### src/gamePkg.sv
package gamePkg;

	// ========================================================================
	// widths
	// ========================================================================
	localparam int NUM_BRICKS = 4;

	typedef logic signed [10:0] coordT;	// screen pixel
	typedef logic signed [31:0] fixedT;	// position or speed with FRAC_BITS fraction bits
	typedef logic [3:0] levelT;
	typedef logic [NUM_BRICKS-1:0] brickMaskT;
	typedef logic [7:0] hitCountT;
	typedef logic [3:0] edgeCodeT;	// bits 3..0 are the ball's left, top, right and bottom faces

	typedef struct packed {
		coordT x;
		coordT y;
	} pointT;

	typedef struct packed {
		logic borderTop;
		logic borderLeft;
		logic borderRight;
		logic paddle;
		logic brick;
		edgeCodeT brickEdge;
	} collisionT;

	// ========================================================================
	// geometry
	// ========================================================================
	localparam int SCREEN_W = 640;
	localparam int SCREEN_H = 480;
	localparam int BALL_SIZE = 16;
	localparam int PADDLE_W = 64;
	localparam int PADDLE_H = 8;
	localparam int PADDLE_Y = 440;
	localparam int PADDLE_START_X = 288;
	localparam int INITIAL_X = 312;
	localparam int INITIAL_Y = 200;
	localparam int BRICK_W = 120;
	localparam int BRICK_H = 20;
	localparam int BRICK_Y = 60;
	localparam int BRICK_X0 = 40;
	localparam int BRICK_GAP = 40;

	// speeds in whole pixels per frame
	localparam int INITIAL_Y_SPEED = 2;
	localparam int PADDLE_STEP = 4;

endpackage

### src/ballController.sv
`timescale 1ns/1ps

module ballController #(
	parameter int FRAC_BITS = 6
) (
	input	logic				clk,
	input	logic				resetN,
	input	logic				startOfFrame,
	input	logic				pause,
	input	logic				levelRestart,
	input	gamePkg::levelT		level,
	input	gamePkg::collisionT	collisions,
	input	gamePkg::fixedT		paddleSpeedX,
	output	gamePkg::pointT		ballPos
);
	import gamePkg::*;

	localparam fixedT START_X = fixedT'(INITIAL_X) <<< FRAC_BITS;
	localparam fixedT START_Y = fixedT'(INITIAL_Y) <<< FRAC_BITS;
	localparam fixedT START_SPEED_Y = fixedT'(INITIAL_Y_SPEED) <<< FRAC_BITS;

	fixedT posX;
	fixedT posY;
	fixedT speedX;
	fixedT speedY;
	fixedT restartSpeedY;

	logic movingUp;
	logic movingDown;
	logic movingLeft;
	logic movingRight;
	logic flipX;
	logic flipY;
	logic kickX;

	assign movingUp = speedY < 0;
	assign movingDown = speedY > 0;
	assign movingLeft = speedX < 0;
	assign movingRight = speedX > 0;

	// faster drop on higher levels
	assign restartSpeedY = fixedT'(INITIAL_Y_SPEED * (int'(level) + 1)) <<< FRAC_BITS;

	// ========================================================================
	// bounce rules
	// ========================================================================
	always_comb begin
		flipY = (collisions.borderTop && movingUp)
			|| (collisions.paddle && movingDown)
			|| (collisions.brick && collisions.brickEdge[2] && movingUp)
			|| (collisions.brick && collisions.brickEdge[0] && movingDown);

		flipX = (collisions.borderLeft && movingLeft)
			|| (collisions.borderRight && movingRight)
			|| (collisions.brick && collisions.brickEdge[3] && movingLeft)
			|| (collisions.brick && collisions.brickEdge[1] && movingRight);

		// paddle only kicks sideways when nothing reverses x
		kickX = !flipX && collisions.paddle && movingDown;
	end

	// ========================================================================
	// vertical
	// ========================================================================
	always_ff @(posedge clk or negedge resetN) begin
		if (!resetN) begin
			speedY <= START_SPEED_Y;
			posY <= START_Y;
		end else if (levelRestart) begin
			speedY <= restartSpeedY;
			posY <= START_Y;
		end else if (!pause) begin
			if (flipY)
				speedY <= -speedY;
			if (startOfFrame)
				posY <= posY + speedY;	// old speed
		end
	end

	// ========================================================================
	// horizontal
	// ========================================================================
	always_ff @(posedge clk or negedge resetN) begin
		if (!resetN) begin
			speedX <= '0;
			posX <= START_X;
		end else if (levelRestart) begin
			speedX <= '0;
			posX <= START_X;
		end else if (!pause) begin
			if (flipX)
				speedX <= -speedX;
			else if (kickX)
				speedX <= speedX + paddleSpeedX;
			if (startOfFrame)
				posX <= posX + speedX;
		end
	end

	assign ballPos.x = coordT'(posX >>> FRAC_BITS);
	assign ballPos.y = coordT'(posY >>> FRAC_BITS);

endmodule

### src/brickWall.sv
`timescale 1ns/1ps

module brickWall (
	input	logic				clk,
	input	logic				resetN,
	input	logic				pause,
	input	logic				levelRestart,
	input	gamePkg::pointT		ballPos,
	output	logic				brickHit,
	output	gamePkg::edgeCodeT	brickEdge,
	output	gamePkg::brickMaskT	brickAlive,
	output	gamePkg::hitCountT	hitCount
);
	import gamePkg::*;

	localparam int BRICK_PITCH = BRICK_W + BRICK_GAP;

	brickMaskT hitMask;	// one-hot mask of the touched brick

	function automatic int minOf(input int a, input int b);
		return (a < b) ? a : b;
	endfunction

	function automatic int maxOf(input int a, input int b);
		return (a > b) ? a : b;
	endfunction

	// ========================================================================
	// hit search where the lowest index wins
	// ========================================================================
	always_comb begin
		int ballL;
		int ballT;
		int brickL;
		int depthX;
		int depthY;

		ballL = int'(ballPos.x);
		ballT = int'(ballPos.y);
		brickHit = 1'b0;
		brickEdge = '0;
		hitMask = '0;
		depthX = 0;
		depthY = 0;

		for (int i = 0; i < NUM_BRICKS; i++) begin
			brickL = BRICK_X0 + i * BRICK_PITCH;
			if (!brickHit && brickAlive[i]
					&& ballL < brickL + BRICK_W && ballL + BALL_SIZE > brickL
					&& ballT < BRICK_Y + BRICK_H && ballT + BALL_SIZE > BRICK_Y) begin
				brickHit = 1'b1;
				hitMask[i] = 1'b1;
				depthX = minOf(ballL + BALL_SIZE, brickL + BRICK_W) - maxOf(ballL, brickL);
				depthY = minOf(ballT + BALL_SIZE, BRICK_Y + BRICK_H) - maxOf(ballT, BRICK_Y);

				// compare centres at double scale
				if (depthX <= depthY) begin
					if (2 * ballL + BALL_SIZE > 2 * brickL + BRICK_W)
						brickEdge = 4'b1000;	// ball's left face
					else
						brickEdge = 4'b0010;	// right face
				end else begin
					if (2 * ballT + BALL_SIZE > 2 * BRICK_Y + BRICK_H)
						brickEdge = 4'b0100;	// top face
					else
						brickEdge = 4'b0001;	// bottom face
				end
			end
		end
	end

	// ========================================================================
	// alive mask and counter
	// ========================================================================
	always_ff @(posedge clk or negedge resetN) begin
		if (!resetN) begin
			brickAlive <= '1;
			hitCount <= '0;
		end else if (levelRestart) begin
			brickAlive <= '1;	// count carries over
		end else if (!pause && brickHit) begin
			brickAlive <= brickAlive & ~hitMask;
			hitCount <= hitCount + 1'b1;
		end
	end

endmodule

### src/collisionDetector.sv
`timescale 1ns/1ps

module collisionDetector (
	input	gamePkg::pointT		ballPos,
	input	gamePkg::coordT		paddleX,
	input	logic				brickHit,
	input	gamePkg::edgeCodeT	brickEdge,
	output	gamePkg::collisionT	collisions,
	output	logic				ballLost
);
	import gamePkg::*;

	int ballL;
	int ballT;
	int ballR;
	int ballB;
	int padL;
	int padR;

	logic overlapX;
	logic overlapY;

	// ========================================================================
	// ball box edges
	// ========================================================================
	assign ballL = int'(ballPos.x);
	assign ballT = int'(ballPos.y);
	assign ballR = ballL + BALL_SIZE;	// exclusive
	assign ballB = ballT + BALL_SIZE;

	assign padL = int'(paddleX);
	assign padR = padL + PADDLE_W;

	// ========================================================================
	// paddle box test
	// ========================================================================
	assign overlapX = (ballL < padR) && (ballR > padL);
	assign overlapY = (ballT < PADDLE_Y + PADDLE_H) && (ballB > PADDLE_Y);

	// ========================================================================
	// merged result
	// ========================================================================
	always_comb begin
		collisions.borderTop = ballT <= 0;
		collisions.borderLeft = ballL <= 0;
		collisions.borderRight = ballR >= SCREEN_W;
		collisions.paddle = overlapX && overlapY;
		collisions.brick = brickHit;
		// face code only means something with a hit
		collisions.brickEdge = brickHit ? brickEdge : '0;
	end

	assign ballLost = ballT >= SCREEN_H;	// past the bottom edge

endmodule

### src/gameCore.sv
`timescale 1ns/1ps

module gameCore #(
	parameter int FRAC_BITS = 6
) (
	input	logic				clk,
	input	logic				resetN,
	input	logic				startOfFrame,
	input	logic				leftKey,
	input	logic				rightKey,
	input	logic				pause,
	input	logic				levelRestart,
	input	gamePkg::levelT		level,
	output	gamePkg::pointT		ballPos,
	output	gamePkg::coordT		paddleX,
	output	gamePkg::collisionT	collisions,
	output	logic				ballLost,
	output	gamePkg::brickMaskT	brickAlive,
	output	gamePkg::hitCountT	hitCount
);
	import gamePkg::*;

	fixedT paddleSpeedX;
	logic brickHit;
	edgeCodeT brickEdge;

	// ========================================================================
	// motion
	// ========================================================================
	ballController #(
		.FRAC_BITS	(FRAC_BITS)
	) ballCtrl (
		.clk			(clk),
		.resetN			(resetN),
		.startOfFrame	(startOfFrame),
		.pause			(pause),
		.levelRestart	(levelRestart),
		.level			(level),
		.collisions		(collisions),
		.paddleSpeedX	(paddleSpeedX),
		.ballPos		(ballPos)
	);

	paddleController #(
		.FRAC_BITS	(FRAC_BITS)
	) paddleCtrl (
		.clk			(clk),
		.resetN			(resetN),
		.startOfFrame	(startOfFrame),
		.pause			(pause),
		.levelRestart	(levelRestart),
		.leftKey		(leftKey),
		.rightKey		(rightKey),
		.paddleX		(paddleX),
		.paddleSpeedX	(paddleSpeedX)
	);

	// ========================================================================
	// collisions
	// ========================================================================
	brickWall wall (
		.clk			(clk),
		.resetN			(resetN),
		.pause			(pause),
		.levelRestart	(levelRestart),
		.ballPos		(ballPos),
		.brickHit		(brickHit),
		.brickEdge		(brickEdge),
		.brickAlive		(brickAlive),
		.hitCount		(hitCount)
	);

	collisionDetector detector (
		.ballPos	(ballPos),
		.paddleX	(paddleX),
		.brickHit	(brickHit),
		.brickEdge	(brickEdge),
		.collisions	(collisions),
		.ballLost	(ballLost)
	);

endmodule

### src/paddleController.sv
`timescale 1ns/1ps

module paddleController #(
	parameter int FRAC_BITS = 6
) (
	input	logic			clk,
	input	logic			resetN,
	input	logic			startOfFrame,
	input	logic			pause,
	input	logic			levelRestart,
	input	logic			leftKey,
	input	logic			rightKey,
	output	gamePkg::coordT	paddleX,
	output	gamePkg::fixedT	paddleSpeedX
);
	import gamePkg::*;

	localparam int MAX_X = SCREEN_W - PADDLE_W;
	localparam fixedT STEP_SPEED = fixedT'(PADDLE_STEP) <<< FRAC_BITS;

	logic moveLeft;
	logic moveRight;
	logic clamped;
	int target;
	coordT nextX;
	fixedT nextSpeed;

	assign moveLeft = leftKey && !rightKey;
	assign moveRight = rightKey && !leftKey;

	always_comb begin
		target = int'(paddleX);
		if (moveRight)
			target = int'(paddleX) + PADDLE_STEP;
		else if (moveLeft)
			target = int'(paddleX) - PADDLE_STEP;

		clamped = 1'b0;
		if (target < 0) begin
			target = 0;
			clamped = 1'b1;
		end else if (target > MAX_X) begin
			target = MAX_X;
			clamped = 1'b1;
		end
		nextX = coordT'(target);

		if (clamped || !(moveLeft || moveRight))
			nextSpeed = '0;	// stopped at a wall or idle
		else if (moveRight)
			nextSpeed = STEP_SPEED;
		else
			nextSpeed = -STEP_SPEED;
	end

	always_ff @(posedge clk or negedge resetN) begin
		if (!resetN) begin
			paddleX <= coordT'(PADDLE_START_X);
			paddleSpeedX <= '0;
		end else if (levelRestart) begin
			paddleX <= coordT'(PADDLE_START_X);
			paddleSpeedX <= '0;
		end else if (!pause && startOfFrame) begin
			paddleX <= nextX;
			paddleSpeedX <= nextSpeed;
		end
	end

endmodule
### config.mk
export PLATFORM = sky130hd
export DESIGN_NAME = gameCore
export DESIGN_NICKNAME = d
export VERILOG_FILES = /design/src/gamePkg.sv /design/src/ballController.sv /design/src/brickWall.sv /design/src/collisionDetector.sv /design/src/gameCore.sv /design/src/paddleController.sv
export SDC_FILE = /design/constraint.sdc
export NUM_CORES = 1
export LEC_CHECK = 0
export ABC_AREA = 1
export ABC_CLOCK_PERIOD_IN_PS = 6300
export BUFFER_PORTS_ARGS = -buffer_cell sky130_fd_sc_hd__buf_4
export CORE_MARGIN = 2
export CORE_UTILIZATION = 60
export CTS_BUF_LIST = sky130_fd_sc_hd__clkbuf_4
export DETAILED_ROUTE_END_ITERATION = 10
export PLACE_DENSITY = 0.8
export SYNTH_ARGS = -nofsm -noshare
export SYNTH_HDL_FRONTEND = slang
export SYNTH_HIERARCHICAL = 1
export SYNTH_SLANG_ARGS = --single-unit
export TNS_END_PERCENT = 50
### constraint.sdc
create_clock -name clk -period 6.3 [get_ports clk]
set_input_delay 1.575 -clock clk [delete_from_list [all_inputs] [get_ports clk]]
set_output_delay 1.575 -clock clk [all_outputs]
set_load 0.1 [all_outputs]
; ---- After elaboration in Yosys (flattened, before gate mapping)
; Cells that the tools add are included.
[totals]
word_cells = 197
register_bits = 183
input_bits = 11
out_inout_bits = 55
[op_classes]
n_lt_le_gt_ge = 43
mux = 58
bitwise_logic = 3
n_reduce_logical = 65
n_addsub = 19
eq_ne = 1
[op_table]
columns = operator, n
row1 = $mux W32, 29
row2 = $sub A32 B32 Y32, 5
row3 = $le A32 B32 Y1, 4
row4 = $add A32 B32 Y32, 3
row5 = $gt A32 B11 Y1 const B, 3
row6 = $lt A32 B1 Y1 const B, 3
row7 = $gt A32 B1 Y1 const B, 2
row8 = $gt A32 B9 Y1 const B, 2
row9 = $neg A32 Y32, 2
row10 = $mux W4, 15
row11 = $mux W11, 4
row12 = $logic_and A1 B1 Y1, 40
row13 = $lt A11 B10 Y1 const B, 3
row14 = $gt A32 B12 Y1 const B, 1
row15 = $add A12 B6 Y13 const B, 2
row16 = $add A11 B6 Y12 const B, 2
row17 = $gt A12 B10 Y1 const B, 2
row18 = $gt A12 B7 Y1 const B, 2
row19 = $lt A12 B10 Y1 const B, 2
row20 = $gt A11 B7 Y1 const B, 2
row21 = $le A11 B1 Y1 const B, 2
row22 = $add A11 B4 Y12 const B, 1
row23 = $add A11 B8 Y12 const B, 1
row24 = $ge A12 B11 Y1 const B, 1
row25 = other kinds (28), 56

; ---- Depth between registers and ports, before layout
[depth]
ltp_word = 39
ltp_mapped = 51
mapped_depth_nobuf = 49

; ---- Cells and area by module
; The synthesis kept the hierarchy.
[modules_own_cells]
columns = mod, cells_each, area_per_inst_um2, n_inst, seq_area_each_um2
row1 = ballController, 1621, 10094.7, 1, 2412.3
row2 = brickWall, 1552, 9457.8, 1, 305.3
row3 = paddleController, 182, 1208.7, 1, 277.8
row4 = collisionDetector, 197, 1096.1, 1, 0.0

; ---- Least setup slack after synthesis
; Ideal clock, no wire load.
[synth_timing]
path_type = register to output
start = register ballCtrl.posX[11]
end = output collisions[2] (netlist bit)
t_required_ns = 4.725
arrival_ns = 5.870
setup_slack_ns = -1.145
n_path_buf = 1
path_stages_with_launch = 33
path_cell_list = dfstp_2 buf_4 ha_1 nand3_1 o21ai_1 nand2_2 nor2_4 nand3_1 ha_1 inv_1 nand2_1 ha_1 nand2_1 o21a_1 o31ai_1 a21oi_1 nand2_1 fa_1 ha_1 nand2_1 nor2_1 nand4_1 nor2_1 nand2_1 nand4_1 nand3_1 nand2_1 nand3_1 nand3_1 nand2_1 nor2_1 nand2_1 inv_1
[synth_lines]
columns = item, line_no
row1 = "start, declared", ballController.sv:22  ; fixedT posX;
row2 = "start signal, assigned", ballController.sv:96  ; posX <= posX + speedX;
row3 = "end, declared", gameCore.sv:16  ; output gamePkg::collisionT collisions,

==> flow_metrics.tcl <==
set metrics [dict create \
    track_usage_pct 37.8 \
    timing_hold_violations_final 0 \
    worstHoldPathType "reg -> reg" \
    gr-total-overflow 0 \
    tightest_slew_ps 1130 \
    dp_hpwl_um 58300 \
    grt_pass1_vias 24634 \
    num_vias 25209 \
    ys_seq_area_share_pct 13.7 \
    cts_tree "yes" \
    place_ws_ps -1190 \
    grt_max_degree 69 \
    core_area_um2 35700 \
    rsz0062_at_grt "true" \
    syn_to_final_growth_pct 23.9 \
    post_drt_wl_per_cell_um 16.1 \
    top_layer_used "met4" \
    critPathSlowestCell "dfstp_2" \
    final_antenna_net_count 0 \
    cts_sinks 119 \
    max_freq_mhz 129 \
    seqCellArea_um2 3000 \
    syn_avg_cell_area_um2 6.15 \
    wl_met1_um 29000 \
    grt_pass1_wl_um 118000 \
    dieArea_um2 38000 \
    power_leakage_nw 15.0 \
    synth_edf_count 0 \
    die_x_um 195 \
    remaining_drc_errors 0 \
    finalWorstSetupSlack_ps -1450 \
    cp-start-kind "flip-flop" \
    viasPerCell 5.60 \
    synth-seq-cells 119 \
    reg2reg_from "ballCtrl/posY[13]" \
    slew_headroom_pct 24.4 \
    hold_end "ballCtrl/speedY[18]" \
    dpl-instance-area_um2 25800 \
    clockBufferDepth 2 \
    multi_input_comb_area_um2 17200 \
    ys_warn_count 6 \
    fillerInstances 2901 \
    io-pin-count 66 \
    drive_above_1_share_pct 21.9 \
    final_cell_mix "1054 x nand2_1, 489 x buf_4, 473 x inv_1" \
    fin_skew_ps 30.0 \
    detailedRoute.firstPassIterationCount 7 \
    cts-htree-levels 4 \
    min_path_cells 2 \
    p_per_area_nw_per_um2 470 \
    clk-insertion-delay-late_ps 610 \
    ir_drop_mv 0.301 \
    wl_met2_um 34700 \
    synth_area_um2 21900 \
    syn_inst 3552 \
    numCtsBuffers 17 \
    maxCapViolCount 0 \
    worstPathRequired_ps 4720 \
    min-delay-start "ballCtrl/speedY[18]" \
    wl_met3_um 5070 \
    ys_types 62 \
    synth-main-ff-cell "dfrtp_1" \
    wirelength_um 72400 \
    antenna_found_initial 1 \
    clk_pin_slew_ps 130 \
    drtIter0Drc 1891 \
    reg2reg_slack_ps -690 \
    initial_core_util_pct 61.2 \
    crit_family "simple AND/OR/NAND/NOR gates" \
    post-route-min-period_ps 7750 \
    critPathMaxFanout 6 \
    violations "setup timing" \
    worstSetupStartpoint "ballCtrl/posY[13]" \
    critical-path-max-stage-delay_ps 620 \
    critical_path_class "reg -> out" \
    async_reset_ff_share_pct 100 \
    setup_viol 44 \
    nNetsFinal 4360 \
    io_buffers 63 \
    rows 69 \
    final_common_cell "nand2_1" \
    fp.dieH_um 195 \
    fin_area_um2 27100 \
    critPathMostFrequentCell "nand2_1" \
    drv_slew 0 \
    rr_worst_depth 42 \
    crit_arrival_ps 6170 \
    post-route-period-util_pct 123 \
    cts_root_buffer "clkbuf_4" \
    place_congestion 0.999 \
    cp.buffers_inverters 5 \
    regToRegEndpoint "ballCtrl/speedX[10]" \
    status "finished, violations left" \
    end_kind "output pin" \
]
[how the worst max path moves through the flow]
stage | cells past startpoint | slack, ps | end
global route | 34 | -1820 | collisions[2]
detailed placement | 35 | -1190 | collisions[2]
global placement | 35 | -980 | collisions[0]
CTS | 33 | -1350 | collisions[3]
floorplan | 41 | -330 | collisions[2]
finish | 36 | -1450 | collisions[3]
[per-layer routing]
layer / GRT usage, % / vias to the layer above
li1: - / 12311
met2: 66.6 / 1010
met4: 18.1 / 0
met1: 45.4 / 11640
met3: 5.28 / 248
met5: 0 / -
[synthesized netlist by cell type, types with 14 or more instances]
library cell     n  area (µm²)
inv_1          492        1850
or2_2           17         106
nand4_1         67         419
nand2_2         43         269
o21ai_2         23         201
o21bai_1        17         128
nor2_2          17         106
fa_1            33         661
buf_4           60         450
nand3_1        214        1070
clkbuf_1        16        60.1
a21oi_1        176         881
xor2_1          77         674
inv_2           19        71.3
a21o_1          16         120
xnor2_1         26         228
nand2_1       1092        4100
nor2_1         365        1370
ha_1           290        3630
nor3_1          38         190
dfstp_2         14         368
o21ai_0        125         626
o21ai_1         39         195
dfrtp_1        105        2630
[power by group]
part / total, mW / leakage (nW) / switching (mW) / internal, mW
clock network: 0.622 / 0.154 / 0.347 / 0.275
logic: 10.8 / 13.3 / 6.36 / 4.40
registers: 1.34 / 1.55 / 0.361 / 0.979
total: 12.7 / 15.0 / 7.07 / 5.65
[worst reg2reg max path: cells and delay by family, from the launching register on]
kind | cells | cell delay (ps)
fa+ha+maj | 4 | 1440
flops | 1 | 620
buf+inv | 8 | 1190
simple gates | 23 | 2290
compound gates | 7 | 1320
[kinds of logic after synthesis]
logic type,count (synthesis),synth area share [%]
xor+xnor,103,4.13
flops,119,13.7
simple gates,1923,37.9
compound gates,464,12.3
fa+ha+maj,323,19.6
other cells,4,0.0687
buf+inv,616,12.2
[area by class of cell]
class / instances / area share (%)
Tap cell: 461 / 2.13
Timing Repair Buffer: 512 / 15.0
Clock inverter: 15 / 0.656
Antenna cell: 1 / 0.00924
Sequential cell: 119 / 11.1
Clock buffer: 17 / 0.471
Multi-Input combinational cell: 2860 / 63.4
Inverter: 516 / 7.25
[metrics by stage]
stage / TNS, ps / power (mW) / util (%) / std cells / hold WS [ps]
finish: -26000 / 12.7 / 75.8 / 4501 / 497
global placement: -19260 / 10.9 / 72.3 / 4424 / 468
floorplan: -1220 / 7.85 / - / 3595 / 449
CTS: -19490 / 12.2 / 74.9 / 4491 / 495
detailed placement: -33560 / 11.3 / 72.3 / 4424 / 465
global route: -53310 / 13.9 / 75.8 / 4501 / 528
[flip-flops by register name, indices dropped and copies added, names as in the netlist]
signal                   cells
ballCtrl/speedX             32
ballCtrl/speedY             31
ballCtrl/posX               17
ballCtrl/posY               16
paddleCtrl/paddleX           9
wall/hitCount                8
wall/brickAlive              4
paddleCtrl/paddleSpeedX      2
[what timing repair did]
action,4_1_cts,5_1_grt
buffers inserted,35,9
pin swaps,82,38
gates resized for setup,88,52
hold buffers,0,0
setup endpoints to repair,66,66
Power figures use the tool's default switching activity.
